## config.mk

```make
export PLATFORM = sky130hd
export DESIGN_NAME = adc_rx_capture
export DESIGN_NICKNAME = d
export VERILOG_FILES = /design/src/adc_cfg_pkg.sv /design/src/adc_data_pkg.sv /design/src/adc_rx_capture.sv
export VERILOG_INCLUDE_DIRS = /design/src /design/src/src
export SDC_FILE = /design/constraint.sdc
export NUM_CORES = 2
export LEC_CHECK = 0
export BUFFER_PORTS_ARGS = -buffer_cell sky130_fd_sc_hd__clkbuf_2
export CORE_ASPECT_RATIO = 2
export CORE_UTILIZATION = 35
export CTS_BUF_LIST = sky130_fd_sc_hd__clkbuf_4
export DETAILED_ROUTE_END_ITERATION = 10
export SLEW_MARGIN = 25
export SYNTH_ARGS = -nofsm -noshare
export SYNTH_HDL_FRONTEND = slang
export SYNTH_SLANG_ARGS = --single-unit
```

## constraint.sdc

```tcl
create_clock -name ADC_ENC -period 5 [get_ports ADC_ENC]
set_input_delay 0.5 -clock ADC_ENC [delete_from_list [all_inputs] [get_ports ADC_ENC]]
set_output_delay 0.5 -clock ADC_ENC [all_outputs]
set_load 0.02 [all_outputs]
```

## src/adc_rx_params.svh

```systemverilog
/* ADC capture parameters
   sample and counter widths, memory depths, channel count and version */
`ifndef ADC_RX_PARAMS_SVH
`define ADC_RX_PARAMS_SVH

`define ADC_WIDTH   14  // bits per sample
`define CNT_WIDTH   24  // record length counter
`define DLY_DEPTH   256 // delay memory entries
`define FIFO_AW     6   // 64 word output fifo

`define NUM_CH      2
`define ADC_VERSION 1

`endif

```

## src/adc_cfg_pkg.sv

```systemverilog
/* ADC capture configuration types
   register addresses and the decoded configuration set */
`include "adc_rx_params.svh"
`default_nettype none

package adc_cfg_pkg;

    // byte wide register map
    typedef enum logic [3:0] {
        RESET_VERSION = 4'd0, // write: soft reset, read: version
        START_DONE    = 4'd1, // write: start, read: done
        CONF_FLAGS    = 4'd2,
        CNT_0         = 4'd3, // data count, low byte
        CNT_1         = 4'd4,
        CNT_2         = 4'd5,
        SAMPLE_DLY    = 4'd6,
        LOST_0        = 4'd8,
        LOST_1        = 4'd9
    } reg_addr_e;

    typedef struct packed {
        logic                  start_with_sync; // flag bit 0
        logic                  en_ex_trigger;   // flag bit 1
        logic                  single_data;     // flag bit 2
        logic [`CNT_WIDTH-1:0] data_cnt;        // 0 records forever
        logic [7:0]            sample_dly;
    } adc_cfg_t;

endpackage

`default_nettype wire

```

## src/adc_data_pkg.sv

```systemverilog
/* ADC capture data types
   output word layout, channel slot and capture states */
`include "adc_rx_params.svh"
`default_nettype none

package adc_data_pkg;

    localparam logic HEADER_ID = 1'b0;

    // one fifo word, 32 bits
    typedef struct packed {
        logic                  header;
        logic [1:0]            chan_id;
        logic                  flag;        // sync or first sample
        logic [`ADC_WIDTH-1:0] prev_sample; // zero in single mode
        logic [`ADC_WIDTH-1:0] sample;
    } adc_word_t;

    // output slot of one channel
    typedef struct packed {
        logic      pending;
        adc_word_t word;
    } chan_out_t;

    typedef enum logic [1:0] {
        IDLE,
        WAIT_SYNC, // start seen, waiting for sync edge
        RECORD
    } cap_state_e;

endpackage

`default_nettype wire

```

## src/adc_rx_capture.sv

```systemverilog
/* ADC capture channel
   delays the sample stream, records on start, sync or trigger and packs output words */
`include "adc_rx_params.svh"
`default_nettype none

module adc_rx_capture #(
    parameter logic [1:0] CHAN_ID = 2'd0
) (
    input  wire logic                    ADC_ENC,
    input  wire logic                    RST,
    input  wire logic                    clear,
    input  wire logic                    start,
    input  wire adc_cfg_pkg::adc_cfg_t   cfg,
    input  wire logic                    adc_sync,
    input  wire logic                    adc_trigger,
    input  wire logic [`ADC_WIDTH-1:0]   adc_in,
    input  wire logic                    grant,
    output adc_data_pkg::chan_out_t      chan_out,
    output logic                         finished,
    output logic [7:0]                   lost_cnt
);
    import adc_data_pkg::*;

    localparam int DLY_AW = $clog2(`DLY_DEPTH);

    logic [`ADC_WIDTH-1:0] dly_mem [`DLY_DEPTH];
    logic [DLY_AW-1:0]     wr_ptr;
    logic [DLY_AW-1:0]     rd_ptr;
    logic [`ADC_WIDTH-1:0] dly_sample;

    cap_state_e            state;
    logic [`CNT_WIDTH-1:0] rec_cnt;
    logic [`CNT_WIDTH-1:0] cur_idx;
    logic                  sync_q;
    logic                  sync_rise;
    logic                  first;  // first sample of a record
    logic                  rec_active;
    logic                  last;

    logic                  flag_now;
    logic                  flag_q;
    logic [`ADC_WIDTH-1:0] prev_q;
    logic                  word_valid;
    adc_word_t             new_word;
    adc_word_t             slot_word;
    logic                  pending;

    // delay line, async read gives exactly sample_dly cycles
    always_ff @(posedge ADC_ENC) begin
        if (RST)
            wr_ptr <= '0;
        else
            wr_ptr <= wr_ptr + 1'b1;
    end

    always_ff @(posedge ADC_ENC)
        dly_mem[wr_ptr] <= adc_in;

    assign rd_ptr     = wr_ptr - cfg.sample_dly;
    assign dly_sample = (cfg.sample_dly == 8'd0) ? adc_in : dly_mem[rd_ptr];

    assign sync_rise = adc_sync && !sync_q;

    always_comb begin
        first = (start && !cfg.start_with_sync) ||
                (state == WAIT_SYNC && sync_rise) ||
                (state == IDLE && cfg.en_ex_trigger && adc_trigger);
        rec_active = first || (state == RECORD && !start); // a new start restarts
        cur_idx    = first ? '0 : rec_cnt;
        last       = (cfg.data_cnt != '0) && (cur_idx == cfg.data_cnt - 1'b1);
    end

    always_ff @(posedge ADC_ENC) begin
        if (RST || clear) begin
            state    <= IDLE;
            rec_cnt  <= '0;
            finished <= 1'b0;
            sync_q   <= 1'b0;
        end else begin
            sync_q   <= adc_sync;
            finished <= 1'b0;
            if (rec_active) begin
                if (last) begin
                    state    <= IDLE;
                    finished <= 1'b1;
                end else begin
                    state   <= RECORD;
                    rec_cnt <= cur_idx + 1'b1;
                end
            end else if (start && cfg.start_with_sync) begin
                state <= WAIT_SYNC;
            end
        end
    end

    // packing, double mode writes on every odd sample index
    assign flag_now   = cfg.en_ex_trigger ? first : adc_sync;
    assign word_valid = rec_active && (cfg.single_data || cur_idx[0]);

    always_ff @(posedge ADC_ENC) begin
        prev_q <= dly_sample;
        flag_q <= flag_now;
    end

    always_comb begin
        new_word.header      = HEADER_ID;
        new_word.chan_id     = CHAN_ID;
        new_word.flag        = cfg.single_data ? flag_now : flag_q;
        new_word.prev_sample = cfg.single_data ? '0 : prev_q;
        new_word.sample      = dly_sample;
    end

    // output slot, a busy slot drops the new word
    always_ff @(posedge ADC_ENC) begin
        if (RST || clear) begin
            pending  <= 1'b0;
            lost_cnt <= 8'd0;
        end else begin
            if (word_valid && (!pending || grant))
                pending <= 1'b1;
            else if (grant)
                pending <= 1'b0;
            if (word_valid && pending && !grant && lost_cnt != 8'hff)
                lost_cnt <= lost_cnt + 1'b1;
        end
    end

    always_ff @(posedge ADC_ENC) begin
        if (word_valid && (!pending || grant))
            slot_word <= new_word;
    end

    assign chan_out.pending = pending;
    assign chan_out.word    = slot_word;

endmodule

`default_nettype wire

```

==> summary by stage <==
CTS
The number of buffers created by CTS is 794. Clock latency on the worst-skew pair, taken at its later pin, is 1.58 ns. The clock edge transition at the registers on the reported setup and hold paths is roughly 0.09 ns. The clock tree root buffer cell is clkbuf_4. CTS saw approximately 3700 sinks.

The maximum number of buffers from clock root to sink is 4. TritonCTS built the clock tree. The total number of H-tree levels is 6.

Hold path
The critical hold path startpoint is adc_in[0]. The classification of the worst-slack hold path is in -> reg. The number of instances on the worst hold path is 2.

For hold timing, the worst endpoint is dly_mem[24][0].

Placed design
The post-detailed-placement half-perimeter wirelength is between 200000 and 250000 µm. Routability-driven placement finished with a final weighted congestion of around 0.86. The count of input and output buffers is 94. After detailed placement, the total cell area comes to 0.153 mm². Once placement completed, the tool counted placed cells totaling between 10000 and 15000.

Yosys
A synthesized cell averages 22.8 µm². By area the synthesized netlist is led by edfxtp_1 (76%), mux4_2 (18%), nor2_1 (0.85%), dfxtp_1 (0.84%), clkbuf_1 (0.61%). The count of different cell masters after synthesis is between 70 and 80. The main flop type after synthesis is edfxtp_1. The number of enable flip-flop cells after synthesis is approximately 3600.

The share of Yosys cell area claimed by the top area cell type is 76.2%. Sorting the synthesized cells by how often they occur yields edfxtp_1 (3613), mux4_2 (1118), nor2_1 (321). Counting flops with an async set or reset pin after synthesis yields a share of 0%.

The synthesized netlist occupies a cell area of 0.142 mm². The synthesized instance count is around 6300. In the post-synthesis netlist, the cell with the most instances is edfxtp_1. Summed over all instances, the cell type with the most area after synthesis is edfxtp_1. Of the synthesized area, sequential elements account for 77.0%. Synthesis inferred approximately 3700 register bits. The total number of yosys warnings is 0.

Timing
The number of hold-slack violations in the final timing report was 0. Across all hold checks on the routed design, the worst slack comes to approximately 0.067 ns. The maximum clock frequency is approximately 200 MHz. The post-route clock period utilization is 101%. After layout, the worst setup slack is -0.0544 ns. The smallest clock period supported by the final layout is computed as 5.05 ns.

The final setup violation count is 2. The worst slew margin relative to its limit is approximately 22%. The worst setup skew after layout is 0.153 ns. The number of max-slew violations in the final report came to 0.

The worst-margin pin slew is approximately 1.2 ns.

Worst setup path
The worst setup path is launched from a flop. For flop-to-flop paths, the worst setup slack is -0.05 ns. The worst register-to-register path begins at wr_ptr[0]. Counting cells, the worst reg-to-reg path comes to 16. STA puts the critical path data required time at slightly above 6 ns. The slowest stage of the critical path belongs to the cell fa_4.

STA classifies the critical path endpoint as a flop. Counting both buffers and inverters, the worst setup path holds a total of 5. The critical path start-end classification is reg -> reg. The cell family contributing the most delay on the critical path is compound AO/OA/AOI/OAI gates. For this run, the slowest stage of the critical path takes 0.53 ns.

The biggest fanout along the worst timing path is 47. For the worst setup path, the data arrival time is ~6.3 ns. In this run the critical register-to-register path is captured at chan_out[0].

Traced cell by cell, the critical path runs through inv_2 > ha_4 > inv_1 > fa_4 > a21o_1 > a21oi_1 > o21bai_1 > a21oi_1 > buf_4 > xor2_4 > buf_12 > mux2_2 > o22ai_1 > o21ai_0 > buf_4 > and4_1.

Die
The die is 904 µm tall. The top-level port count is 98. The die is 453 µm wide. The die covers 0.409 mm². For this configuration, the core starts out at a cell density of between 30% and 40%. The number of standard-cell rows in the floorplan is 330. The core footprint is 0.404 mm².

Run status
The final reports fail on setup timing. The run finished, with violations left.

Routing
Dividing the detail-routed wire length by the instance count gives approximately 30 µm. The post-route DRC violation count is 0. After the first detailed-routing iteration, the DRC count stood at 6286. The routed layout has around 71000 vias.

The routed via count divided by cell count is around 5.4. The first-pass detailed-route iteration total is 5. The detail route stage leaves a number of antenna-violating nets equal to 0.

The wire length after detailed routing is about 390000 µm.

GRT
Entering global routing, the biggest net connects about 180 pins. The via count of the first global-routing pass was ~76000. Global routing used between 10% and 20% of the available tracks across all layers. The initial antenna violation count is 22. For this run the aggregate overflow at the end of global routing stands at 0. The wire length of the first global-routing pass is 557000 µm.

Layout
The final non-filler cell total is between 10000 and 15000. The finished cells cover approximately 0.16 mm². At the end of the flow, the number of nets in the layout was 7364.

The share of post-route cells with drive strength above 1 is approximately 40%. The multi-input combinational cells in the finished layout cover a total of between 0.03 and 0.04 mm². The register cell area after layout is 0.110 mm². From synthesis to final layout, the design area changed by 14.9%. The filler cell count is 35600.

Power and ir drop
For this design the ratio of total power to cell area is 399 mW/mm². Summed over all cells, the static leakage comes to 0.0512 µW. The maximum vdd drop is between 0.2 and 0.3 mV.

Run
Across the run, the number of max-cap violations was 0.
logic make-up (layout without fill, tap and decap cells):
group	after synthesis	in the layout	share of synthesized area [%]
DFF	3673	3673	77.0
muxes	1169	1169	18.1
and+or+nand+nor	781	781	2.53
buffers and inverters	373	2007	1.04
AOI/OAI and AO/OA	198	198	0.881
xor gates and xnor gates	46	46	0.283
adders and majority gates	15	15	0.137
other	1	36	0.00263
per-stage QoR:
step,total power (µW),utilization [%],setup WS [ns],setup TNS (ns)
2_1_floorplan,39600,-,1.02,0
5_1_grt,67500,40.5,-0.0119,-0.0119
3_5_place_dp,43500,37.8,-0.696,-5.71
3_3_place_gp,43400,37.8,-0.754,-7.30
6_report,65300,40.5,-0.0544,-0.0606
4_1_cts,66000,40.4,0.0420,0
sequential cells by signal (all words and copies together) (netlist names):
signal,flops
chan_out,29
dly_mem,3584
finished,1
flag_q,1
lost_cnt,8
pending,1
prev_q,14
rec_cnt,24
state,2
sync_q,1
wr_ptr,8
worst max path at each step:
stage,slack (ns),startpoint,cells past startpoint,to
2_1_floorplan,1.02,cfg[0],13,chan_out[13]
3_3_place_gp,-0.75,cfg[0],16,chan_out[13]
3_5_place_dp,-0.70,cfg[0],16,chan_out[13]
4_1_cts,0.04,wr_ptr[0],16,chan_out[13]
5_1_grt,-0.01,state[0],14,state[1]
6_report,-0.05,wr_ptr[0],16,chan_out[0]
report_power, final:
group	switching (µW)	leakage (µW)	internal [µW]
Combinational	5020	0.0124	3760
Clock	11700	0.00588	10900
Sequential	93.7	0.0330	33900
Total	16800	0.0512	48600
layout by cell type, fill, tap and decap left out, drive strengths merged, types with 41 or more instances in the layout:
cell type    netlist  layout
nand3             62      62
mux2              43      43
dlygate4sd3        0      49
edfxtp          3613    3613
mux4            1118    1118
a21oi             52      52
o21ai             43      43
inv               21      41
nand2            213     213
clkinv             0     209
clkbuf           231    1232
dfxtp             60      60
nor2             321     321
buf              121     459
per-layer routing:
layer  share of wire [%]  global-route usage, %
met1                  33                   20.3
met2                  55                   35.3
met4                 6.1                   10.8
met3                 5.8                   3.02
met5              0.0069                      0
timing repair:
| action | 4_1_cts | 5_1_grt |
|---|---|---|
| endpoints found under the setup margin | 14 | 3 |
| pin swaps | 4 | 1 |
| hold buffers | 51 | 0 |
| setup buffers | 1 | 4 |
| hold endpoints to repair | 2524 | 0 |
| resized for setup | 17 | 8 |
layout make-up:
type / instances / share of cell area (%)
antenna: 33 / 0.0505
clock buffer: 1149 / 5.27
clock inverter: 246 / 0.782
inverter: 21 / 0.0482
multi-input combinational: 2212 / 19.5
sequential: 3673 / 67.0
tap: 5312 / 4.06
timing repair buffer: 591 / 3.24
Note: power is estimated with default switching activity, not from simulation.
