==> src/adc_rx_params.svh <==
/* ADC capture parameters
   sample and counter widths, memory depths, channel count and version */
`ifndef ADC_RX_PARAMS_SVH
`define ADC_RX_PARAMS_SVH

`define ADC_WIDTH   14  // bits per sample
`define CNT_WIDTH   24  // record length counter
`define DLY_DEPTH   256 // delay memory entries
`define FIFO_AW     6   // 64 word output fifo

`define NUM_CH      2
`define ADC_VERSION 1

`endif

==> src/adc_cfg_pkg.sv <==
/* ADC capture configuration types
   register addresses and the decoded configuration set */
`include "adc_rx_params.svh"
`default_nettype none

package adc_cfg_pkg;

    // byte wide register map
    typedef enum logic [3:0] {
        RESET_VERSION = 4'd0, // write: soft reset, read: version
        START_DONE    = 4'd1, // write: start, read: done
        CONF_FLAGS    = 4'd2,
        CNT_0         = 4'd3, // data count, low byte
        CNT_1         = 4'd4,
        CNT_2         = 4'd5,
        SAMPLE_DLY    = 4'd6,
        LOST_0        = 4'd8,
        LOST_1        = 4'd9
    } reg_addr_e;

    typedef struct packed {
        logic                  start_with_sync; // flag bit 0
        logic                  en_ex_trigger;   // flag bit 1
        logic                  single_data;     // flag bit 2
        logic [`CNT_WIDTH-1:0] data_cnt;        // 0 records forever
        logic [7:0]            sample_dly;
    } adc_cfg_t;

endpackage

`default_nettype wire

==> src/adc_rx_regs.sv <==
/* ADC capture register file
   configuration bytes, start and soft reset pulses, done status and read-back */
`include "adc_rx_params.svh"
`default_nettype none

module adc_rx_regs (
    input  wire logic                   ADC_ENC,
    input  wire logic                   RST,
    input  wire logic [3:0]             bus_add,
    input  wire logic                   bus_wr,
    input  wire logic                   bus_rd,
    input  wire logic [7:0]             bus_data_in,
    input  wire logic [`NUM_CH-1:0]     finished,
    input  wire logic [7:0]             lost_cnt0,
    input  wire logic [7:0]             lost_cnt1,
    output logic [7:0]                  bus_data_out,
    output adc_cfg_pkg::adc_cfg_t       cfg,
    output logic                        start,
    output logic                        clear
);
    import adc_cfg_pkg::*;

    reg_addr_e             addr;
    logic                  soft_wr;
    logic                  start_wr;
    logic [2:0]            conf_flags;
    logic [`CNT_WIDTH-1:0] data_cnt;
    logic [7:0]            sample_dly;
    logic                  done;
    logic [`NUM_CH-1:0]    fin_seen; // sticky per channel since start

    assign addr     = reg_addr_e'(bus_add);
    assign soft_wr  = bus_wr && (addr == RESET_VERSION);
    assign start_wr = bus_wr && (addr == START_DONE);

    always_comb begin
        cfg.start_with_sync = conf_flags[0];
        cfg.en_ex_trigger   = conf_flags[1];
        cfg.single_data     = conf_flags[2];
        cfg.data_cnt        = data_cnt;
        cfg.sample_dly      = sample_dly;
    end

    always_ff @(posedge ADC_ENC) begin
        if (RST || soft_wr) begin
            conf_flags <= '0;
            data_cnt   <= '0;
            sample_dly <= 8'd1;
        end else if (bus_wr) begin
            case (addr)
                CONF_FLAGS: conf_flags      <= bus_data_in[2:0];
                CNT_0:      data_cnt[7:0]   <= bus_data_in;
                CNT_1:      data_cnt[15:8]  <= bus_data_in;
                CNT_2:      data_cnt[23:16] <= bus_data_in;
                SAMPLE_DLY: sample_dly      <= bus_data_in;
                default:    ;
            endcase
        end
    end

    // pulses reach the channels one cycle after the write
    always_ff @(posedge ADC_ENC) begin
        if (RST) begin
            start <= 1'b0;
            clear <= 1'b1;
        end else begin
            start <= start_wr;
            clear <= soft_wr;
        end
    end

    always_ff @(posedge ADC_ENC) begin
        if (RST || soft_wr) begin
            done     <= 1'b1;
            fin_seen <= '0;
        end else if (start) begin
            done     <= 1'b0;
            fin_seen <= '0;
        end else begin
            fin_seen <= fin_seen | finished;
            if (&(fin_seen | finished))
                done <= 1'b1; // every channel reached its count
        end
    end

    // read data holds between reads
    always_ff @(posedge ADC_ENC) begin
        if (bus_rd) begin
            case (addr)
                RESET_VERSION: bus_data_out <= 8'(`ADC_VERSION);
                START_DONE:    bus_data_out <= {7'd0, done};
                CONF_FLAGS:    bus_data_out <= {5'd0, conf_flags};
                CNT_0:         bus_data_out <= data_cnt[7:0];
                CNT_1:         bus_data_out <= data_cnt[15:8];
                CNT_2:         bus_data_out <= data_cnt[23:16];
                SAMPLE_DLY:    bus_data_out <= sample_dly;
                LOST_0:        bus_data_out <= lost_cnt0;
                LOST_1:        bus_data_out <= lost_cnt1;
                default:       bus_data_out <= 8'd0;
            endcase
        end
    end

endmodule

`default_nettype wire

==> config.mk <==
export PLATFORM = sky130hd
export DESIGN_NAME = adc_rx_regs
export DESIGN_NICKNAME = d
export VERILOG_FILES = /design/src/adc_cfg_pkg.sv /design/src/adc_rx_regs.sv
export VERILOG_INCLUDE_DIRS = /design/src /design/src/src
export SDC_FILE = /design/constraint.sdc
export NUM_CORES = 1
export LEC_CHECK = 0
export BUFFER_PORTS_ARGS = -buffer_cell sky130_fd_sc_hd__buf_2
export CORE_ASPECT_RATIO = 0.5
export CORE_MARGIN = 2
export CORE_UTILIZATION = 45
export CTS_CLUSTER_SIZE = 10
export DETAILED_ROUTE_END_ITERATION = 8
export HOLD_SLACK_MARGIN = 0.12
export PLACE_DENSITY = 0.84
export SYNTH_ARGS = -nofsm -noshare
export SYNTH_HDL_FRONTEND = slang
export SYNTH_SLANG_ARGS = --single-unit
==> constraint.sdc <==
create_clock -name ADC_ENC -period 1.2 [get_ports ADC_ENC]
set_input_delay 0.18 -clock ADC_ENC [delete_from_list [all_inputs] [get_ports ADC_ENC]]
set_output_delay 0.18 -clock ADC_ENC [all_outputs]
set_load 0.1 [all_outputs]
==> results.ini, run 1 <==
[finish]
number_of_diodes_added_for_antenna_fixing=0
postLayoutCoreUtil_pct=77.7
area.growth.synth_to_final_pct=65.0
drive_gt1_share_pct=54.8
final_cell_count_no_fill=417
fill_cells=251
num-nets-final=380

[drt]
detail_route.iter0.violations=520
vias_per_cell=6.88
num_vias=2867
remaining_drc_errors=0
finalWirelength_mm=10.4
final_antenna_net_count=0
drt-wirelength-per-cell_um=25.0
firstDrtPassIters=8

[synth]
post_synth_num_cell_types=38
synth_enable_flop_cells=8
count_of_mapped_cells_out_of_synthesis=252
synth_ff_type=sky130_fd_sc_hd__dfxtp_1
synth.ff_latch_count=48
postSynthAreaPerCell_um2=9.25
synth-async-reset-ratio_pct=0
syn-cell-area_um2=2330
synth.yosys.seq_area_share_pct=44.6
mappedNetlistNets=286
ys_warns=0

[timing]
layout_min_cycle_time_ps=1300
finalSetupViolCount=37
timing_worst_slew_pin_value_ps=596
fin_worst_skew_ps=5.34
clock.fmax_ghz=0.769
rsz0062_at_grt=yes
min_period_over_period_pct=108
postLayoutSetupSlackWorst_ps=-100
pins_over_slew_limit=0
setup-tns-final_ps=-1430
max_slew_margin_pct=60.1
hold_viol_final=0

[status]
run_status=finished with violations
violations=setup timing

[job]
drv_cap=0

[clocking]
cts-buffers-inserted=5
cts.path.max_buffers=2
cts_post_setup_buffers_inserted=0
htreeDepth=2
clock_tree_from_tritoncts=done
worst_setup_hold_path_clk_slew_ps=90
cts_num_sinks=48
clock_root_buffer=sky130_fd_sc_hd__clkbuf_8
insertion_delay_ps=320

[place]
place_hpwl_mm=6.58
place.gp.congestion=0.944
pre_cts_ws_ps=-407
io_buffer_count=78
post-place-cells=408

[setup_path]
worst_setup_path_start_kind=input pin
critical_path.reg2reg.startpoint=conf_flags[2]
worst_r2r_endpoint=bus_data_out[2]
crit_path_max_fanout=32
worst_r2r_path_depth=3
path_class=input pin to flop
worst_ep_arrival_time_ps=1490
rrSetupSlack_ps=-30
timing.critical_path.required_ps=1390
critical_path.endpoint_type=flop

[pwr]
power_density_nw_per_um2=921
power.total_mw=3.55
p_leak_nw=1.43
vdd_drop_max_mv=0.531

[global_route]
grt_first_pass_wirelength_mm=13.9
maximum_number_of_pins_on_one_net_before_global_route_repair=33
grt_remaining_overflow=0
grt_util_all_layers_pct=32.5
number_of_antenna_violations_at_the_first_check_in_global_routing=0
grt_pass1_vias=2640

[worst_hold_path]
worst_hold_startpoint=bus_data_in[7]
hp-class=input pin to flop
whs_endpoint=data_cnt[7]
holdPathStages=3

[floorplan]
dieArea_um2=5810
io_pins=79
floorplan.core_area_um2=4950
rows=18
die_width_um=106
initial_utilization_pct=47.1
die_h_um=54.9

[metrics by stage]
step | hold slack (ps) | instance area, um^2
global placement | 376 | 3660
CTS | 157 | 3790
detailed placement | 381 | 3660
floorplan | 251 | 2390
finish | 162 | 3850
global route | 155 | 3850
[critical path, cell delays in order]
cell,delay (ps)
sky130_fd_sc_hd__clkbuf_4,230
sky130_fd_sc_hd__nor2_1,490
sky130_fd_sc_hd__a21oi_2,140
sky130_fd_sc_hd__inv_2,120
sky130_fd_sc_hd__buf_12,210
sky130_fd_sc_hd__a21oi_1,100
[layout by cell type (no fill, tap or decap), drive strengths merged]
master,n
o21ai,38
nor2,3
nand3,38
nand2b,3
a22oi,10
edfxtp,8
nor2b,5
nor3b,4
inv,2
and3b,5
buf,109
and2b,2
o311ai,1
and4bb,1
o221ai,4
mux2,6
nor3,3
and2,1
a21oi,35
o21ba,1
o32a,1
or3b,2
nand2,2
clkbuf,7
mux2i,2
dfxtp,40
dlygate4sd3,1
or2,1
nand3b,1
o211ai,3
a32oi,7
clkinv,1
[logic make-up (layout without fill, tap and decap cells)]
family / after synthesis / after routing / synth area share [%]
AO/OA/AOI/OAI: 100 / 100 / 25.4
buffers and inverters: 25 / 120 / 7.35
flip-flops: 48 / 48 / 44.6
multiplexers: 8 / 8 / 3.92
AND/OR/NAND/NOR: 71 / 71 / 18.7
[power breakdown]
part | internal (mW) | switching, mW
logic | 0.308 | 0.539
clock network | 0.410 | 0.585
registers | 1.67 | 0.0377
total | 2.38 | 1.16
[layer usage]
layer	GRT usage (%)	share of wire, %	up-vias
li1	-	-	1137
met1	39.9	36	1308
met2	52.9	43	304
met3	8.31	12	118
met4	20.2	9.3	0
met5	4.46	0	-
[final cells by class]
| class | instances | area, um^2 | share of cell area, % |
|---|---|---|---|
| repair buffers | 111 | 1360 | 35.2 |
| multi-input cells | 179 | 1220 | 31.7 |
| flip-flops and latches | 48 | 1100 | 28.5 |
| well taps | 70 | 87.6 | 2.28 |
| clock buffers | 6 | 72.6 | 1.89 |
| clock inverters | 2 | 11.3 | 0.293 |
| inverters | 1 | 3.75 | 0.0975 |
[timing repair]
action / CTS / global route
gates cloned: 0 / 0
pin swaps: 0 / 2
hold buffers: 1 / 0
endpoints found under the setup margin: 6 / 22
gates resized for setup: 7 / 17
hold endpoints to repair: 1 / 0
[flip-flops by register name, summed over array words and instances, names as in the netlist]
name          cells
fin_seen          2
conf_flags        3
done              1
clear             1
data_cnt         24
bus_data_out      8
sample_dly        8
start             1
[worst max-delay path by stage]
stage	slack, ps	end	depth (start not counted)	startpoint
4_1_cts	-60	bus_data_out[2]	3	conf_flags[2]
6_report	-100	conf_flags[1]	6	bus_add[0]
3_3_place_gp	-240	bus_data_out[2]	4	bus_add[3]
2_1_floorplan	-130	bus_data_out[1]	3	conf_flags[1]
5_1_grt	-100	conf_flags[1]	6	RST
3_5_place_dp	-410	bus_data_out[1]	4	bus_add[3]
[synth_stat cells, types with 4 or more instances]
master	n	area share (%)
sky130_fd_sc_hd__a22oi_1	10	3.2
sky130_fd_sc_hd__dfxtp_1	40	34
sky130_fd_sc_hd__nand3_1	38	8.2
sky130_fd_sc_hd__o221ai_1	4	1.5
sky130_fd_sc_hd__buf_2	8	1.7
sky130_fd_sc_hd__and3b_1	5	1.9
sky130_fd_sc_hd__buf_4	6	1.9
sky130_fd_sc_hd__nor2b_1	4	1.1
sky130_fd_sc_hd__a21oi_1	34	7.3
sky130_fd_sc_hd__a32oi_1	7	2.6
sky130_fd_sc_hd__buf_6	6	2.9
sky130_fd_sc_hd__edfxtp_1	8	10
sky130_fd_sc_hd__clkbuf_1	4	0.64
sky130_fd_sc_hd__o21ai_0	30	6.4
sky130_fd_sc_hd__o21ai_1	8	1.7
sky130_fd_sc_hd__mux2_2	5	2.4
Power figures use the tool's default switching activity.
==> run 2, diff against run 1 <==
--- a/config.mk
+++ b/config.mk
@@ -7,13 +7,15 @@
 export NUM_CORES = 1
 export LEC_CHECK = 0
 export BUFFER_PORTS_ARGS = -buffer_cell sky130_fd_sc_hd__buf_2
+export CELL_PAD_IN_SITES_DETAIL_PLACEMENT = 0
+export CELL_PAD_IN_SITES_GLOBAL_PLACEMENT = 1
 export CORE_ASPECT_RATIO = 0.5
 export CORE_MARGIN = 2
-export CORE_UTILIZATION = 45
+export CORE_UTILIZATION = 33
 export CTS_CLUSTER_SIZE = 10
 export DETAILED_ROUTE_END_ITERATION = 8
 export HOLD_SLACK_MARGIN = 0.12
-export PLACE_DENSITY = 0.84
+export PLACE_DENSITY = 0.83
 export SYNTH_ARGS = -nofsm -noshare
 export SYNTH_HDL_FRONTEND = slang
 export SYNTH_SLANG_ARGS = --single-unit
==> run 2 against run 1 <==
  * The flow still finishes with violations (setup timing)
  * Design area up 2.7%
  * Total power up 12%
  * Critical path depth down 3
  * Critical path type is now flop to flop
  * First-iteration DRC count down 59%
==> results.ini, run 2 (synthesis results as in run 1) <==
[clocking]
cts-buffers-inserted=5
clock_root_buffer=sky130_fd_sc_hd__clkbuf_16
clock_tree_from_tritoncts=done
htreeDepth=2
worst_setup_hold_path_clk_slew_ps=70
insertion_delay_ps=290
cts.path.max_buffers=2
cts_num_sinks=48

[drt]
finalWirelength_mm=8.26
final_antenna_net_count=0
firstDrtPassIters=5
drt-wirelength-per-cell_um=18.7
num_vias=2486
vias_per_cell=5.62
remaining_drc_errors=0
detail_route.iter0.violations=214

[global_route]
met1_usage_pct=28.7
grt_util_all_layers_pct=21.2
global_route_layer_with_the_greatest_usage=met2
groute.layer.met2.usage_pct=32.0
maximum_number_of_pins_on_one_net_before_global_route_repair=36
grt_first_pass_wirelength_mm=12.5
number_of_antenna_violations_at_the_first_check_in_global_routing=0
grt_remaining_overflow=0
grt_util_met3_pct=7.25
grt_pass1_vias=2348

[status]
violations=setup timing
run_status=finished with violations

[setup_path]
crit_path_max_fanout=3
path_class=flop to flop
slowest_library_cell_on_the_worst_path=sky130_fd_sc_hd__dfxtp_4
timing.critical_path.required_ps=1220
worst_setup_path_start_kind=flop
crit_chain=mux2_4, a32oi_2, o311ai_2
critical-path-max-stage-delay_ps=350
worst_ep_arrival_time_ps=1310
critical_path.endpoint_type=flop

[timing]
clock.fmax_ghz=0.773
finalSetupViolCount=1
setup-tns-final_ps=-94.2
timing_worst_slew_pin_value_ps=588
hold_viol_final=0
postLayoutSetupSlackWorst_ps=-94.2
rsz0062_at_grt=yes
max_slew_margin_pct=60.6
fin_worst_skew_ps=6.21
min_period_over_period_pct=108
layout_min_cycle_time_ps=1290
pins_over_slew_limit=0
holdWs_ps=172

[job]
drv_cap=0

[finish]
drive_gt1_share_pct=53.1
final_common_cell=sky130_fd_sc_hd__buf_12
area.growth.synth_to_final_pct=69.5
biggest_registers_after_layout=data_cnt: 24 flops, bus_data_out: 8 flops, sample_dly: 8 flops
mostFrequentLayoutCells=sky130_fd_sc_hd__buf_12, sky130_fd_sc_hd__nand3_1, sky130_fd_sc_hd__buf_2
number_of_diodes_added_for_antenna_fixing=0
layout.cell_area.non_filler_um2=3950
max_flop_register=data_cnt
postLayoutCoreUtil_pct=58.5
num-nets-final=383
largest_register_ff_count=24

[pwr]
power_density_nw_per_um2=1010
p_leak_nw=1.49
power.total_mw=3.98
vdd_drop_max_mv=0.612

[place]
place_hpwl_mm=6.12
place.gp.congestion=0.862
io_buffer_count=78
post_dp_cell_area_um2=3700

[floorplan]
die_width_um=123
die_h_um=63.4
rows=21
initial_utilization_pct=34.5
floorplan.core_area_um2=6750
io_pins=79
dieArea_um2=7800

[worst_hold_path]
hp-class=input pin to flop

[run 2: cell count changes in the layout (fill, tap and decap cells not counted), moves of 4 or more]
cell / delta
sky130_fd_sc_hd__clkbuf_8: -4
sky130_fd_sc_hd__a21oi_2: -9
sky130_fd_sc_hd__clkbuf_16: +5
sky130_fd_sc_hd__a21oi_1: +9
[run 2: metal layers]
metal,routed length [um],vias up,share of wire (%)
li1,-,1144,-
met1,3480,1210,42
met2,3900,114,47
met3,753,18,9.1
met4,123,0,1.5
met5,0,-,0
[run 2: layout make-up]
class	instances	area [um^2]
Inverter	1	3.75
Clock inverter	2	12.5
Fill cell	540	2800
Multi-Input combinational cell	179	1190
Timing Repair Buffer	114	1390
Sequential cell	48	1100
Tap cell	92	115
Clock buffer	6	139
[run 2: repair_timing]
item / CTS / global route
hold buffers: 1 / 0
setup endpoints to repair: 5 / 13
resized for setup: 1 / 14
pin swaps: 1 / 2
hold endpoints to repair: 1 / 0
setup buffers: 0 / 2
[run 2: path summary, 6_finish.rpt]
path / slack, ps / start / to / cells after the start
max: -90 / conf_flags[2] / bus_data_out[2] / 3
min: 170 / bus_data_in[6] / data_cnt[22] / 3
max reg2reg: -90 / conf_flags[2] / bus_data_out[2] / 3
min reg2reg: 480 / start / fin_seen[0] / 1
[run 2: where the power goes]
part / switching (mW) / internal, mW / total, mW
Clock: 0.627 / 0.833 / 1.46
Combinational: 0.500 / 0.314 / 0.814
Sequential: 0.0373 / 1.67 / 1.70
[run 2: critical path: cells and delay by family, from the launching register on]
family	cells	cell delay, ps
AO/OA/AOI/OAI	2	370
flip-flops	1	350
multiplexers	1	300
[run 2: stage by stage]
stage	std cells	setup WS, ps
after floorplan	252	-128
after global placement	431	-250
after detailed placement	431	-408
after CTS	440	-24.7
after global routing	442	-84.5
final	442	-94.2
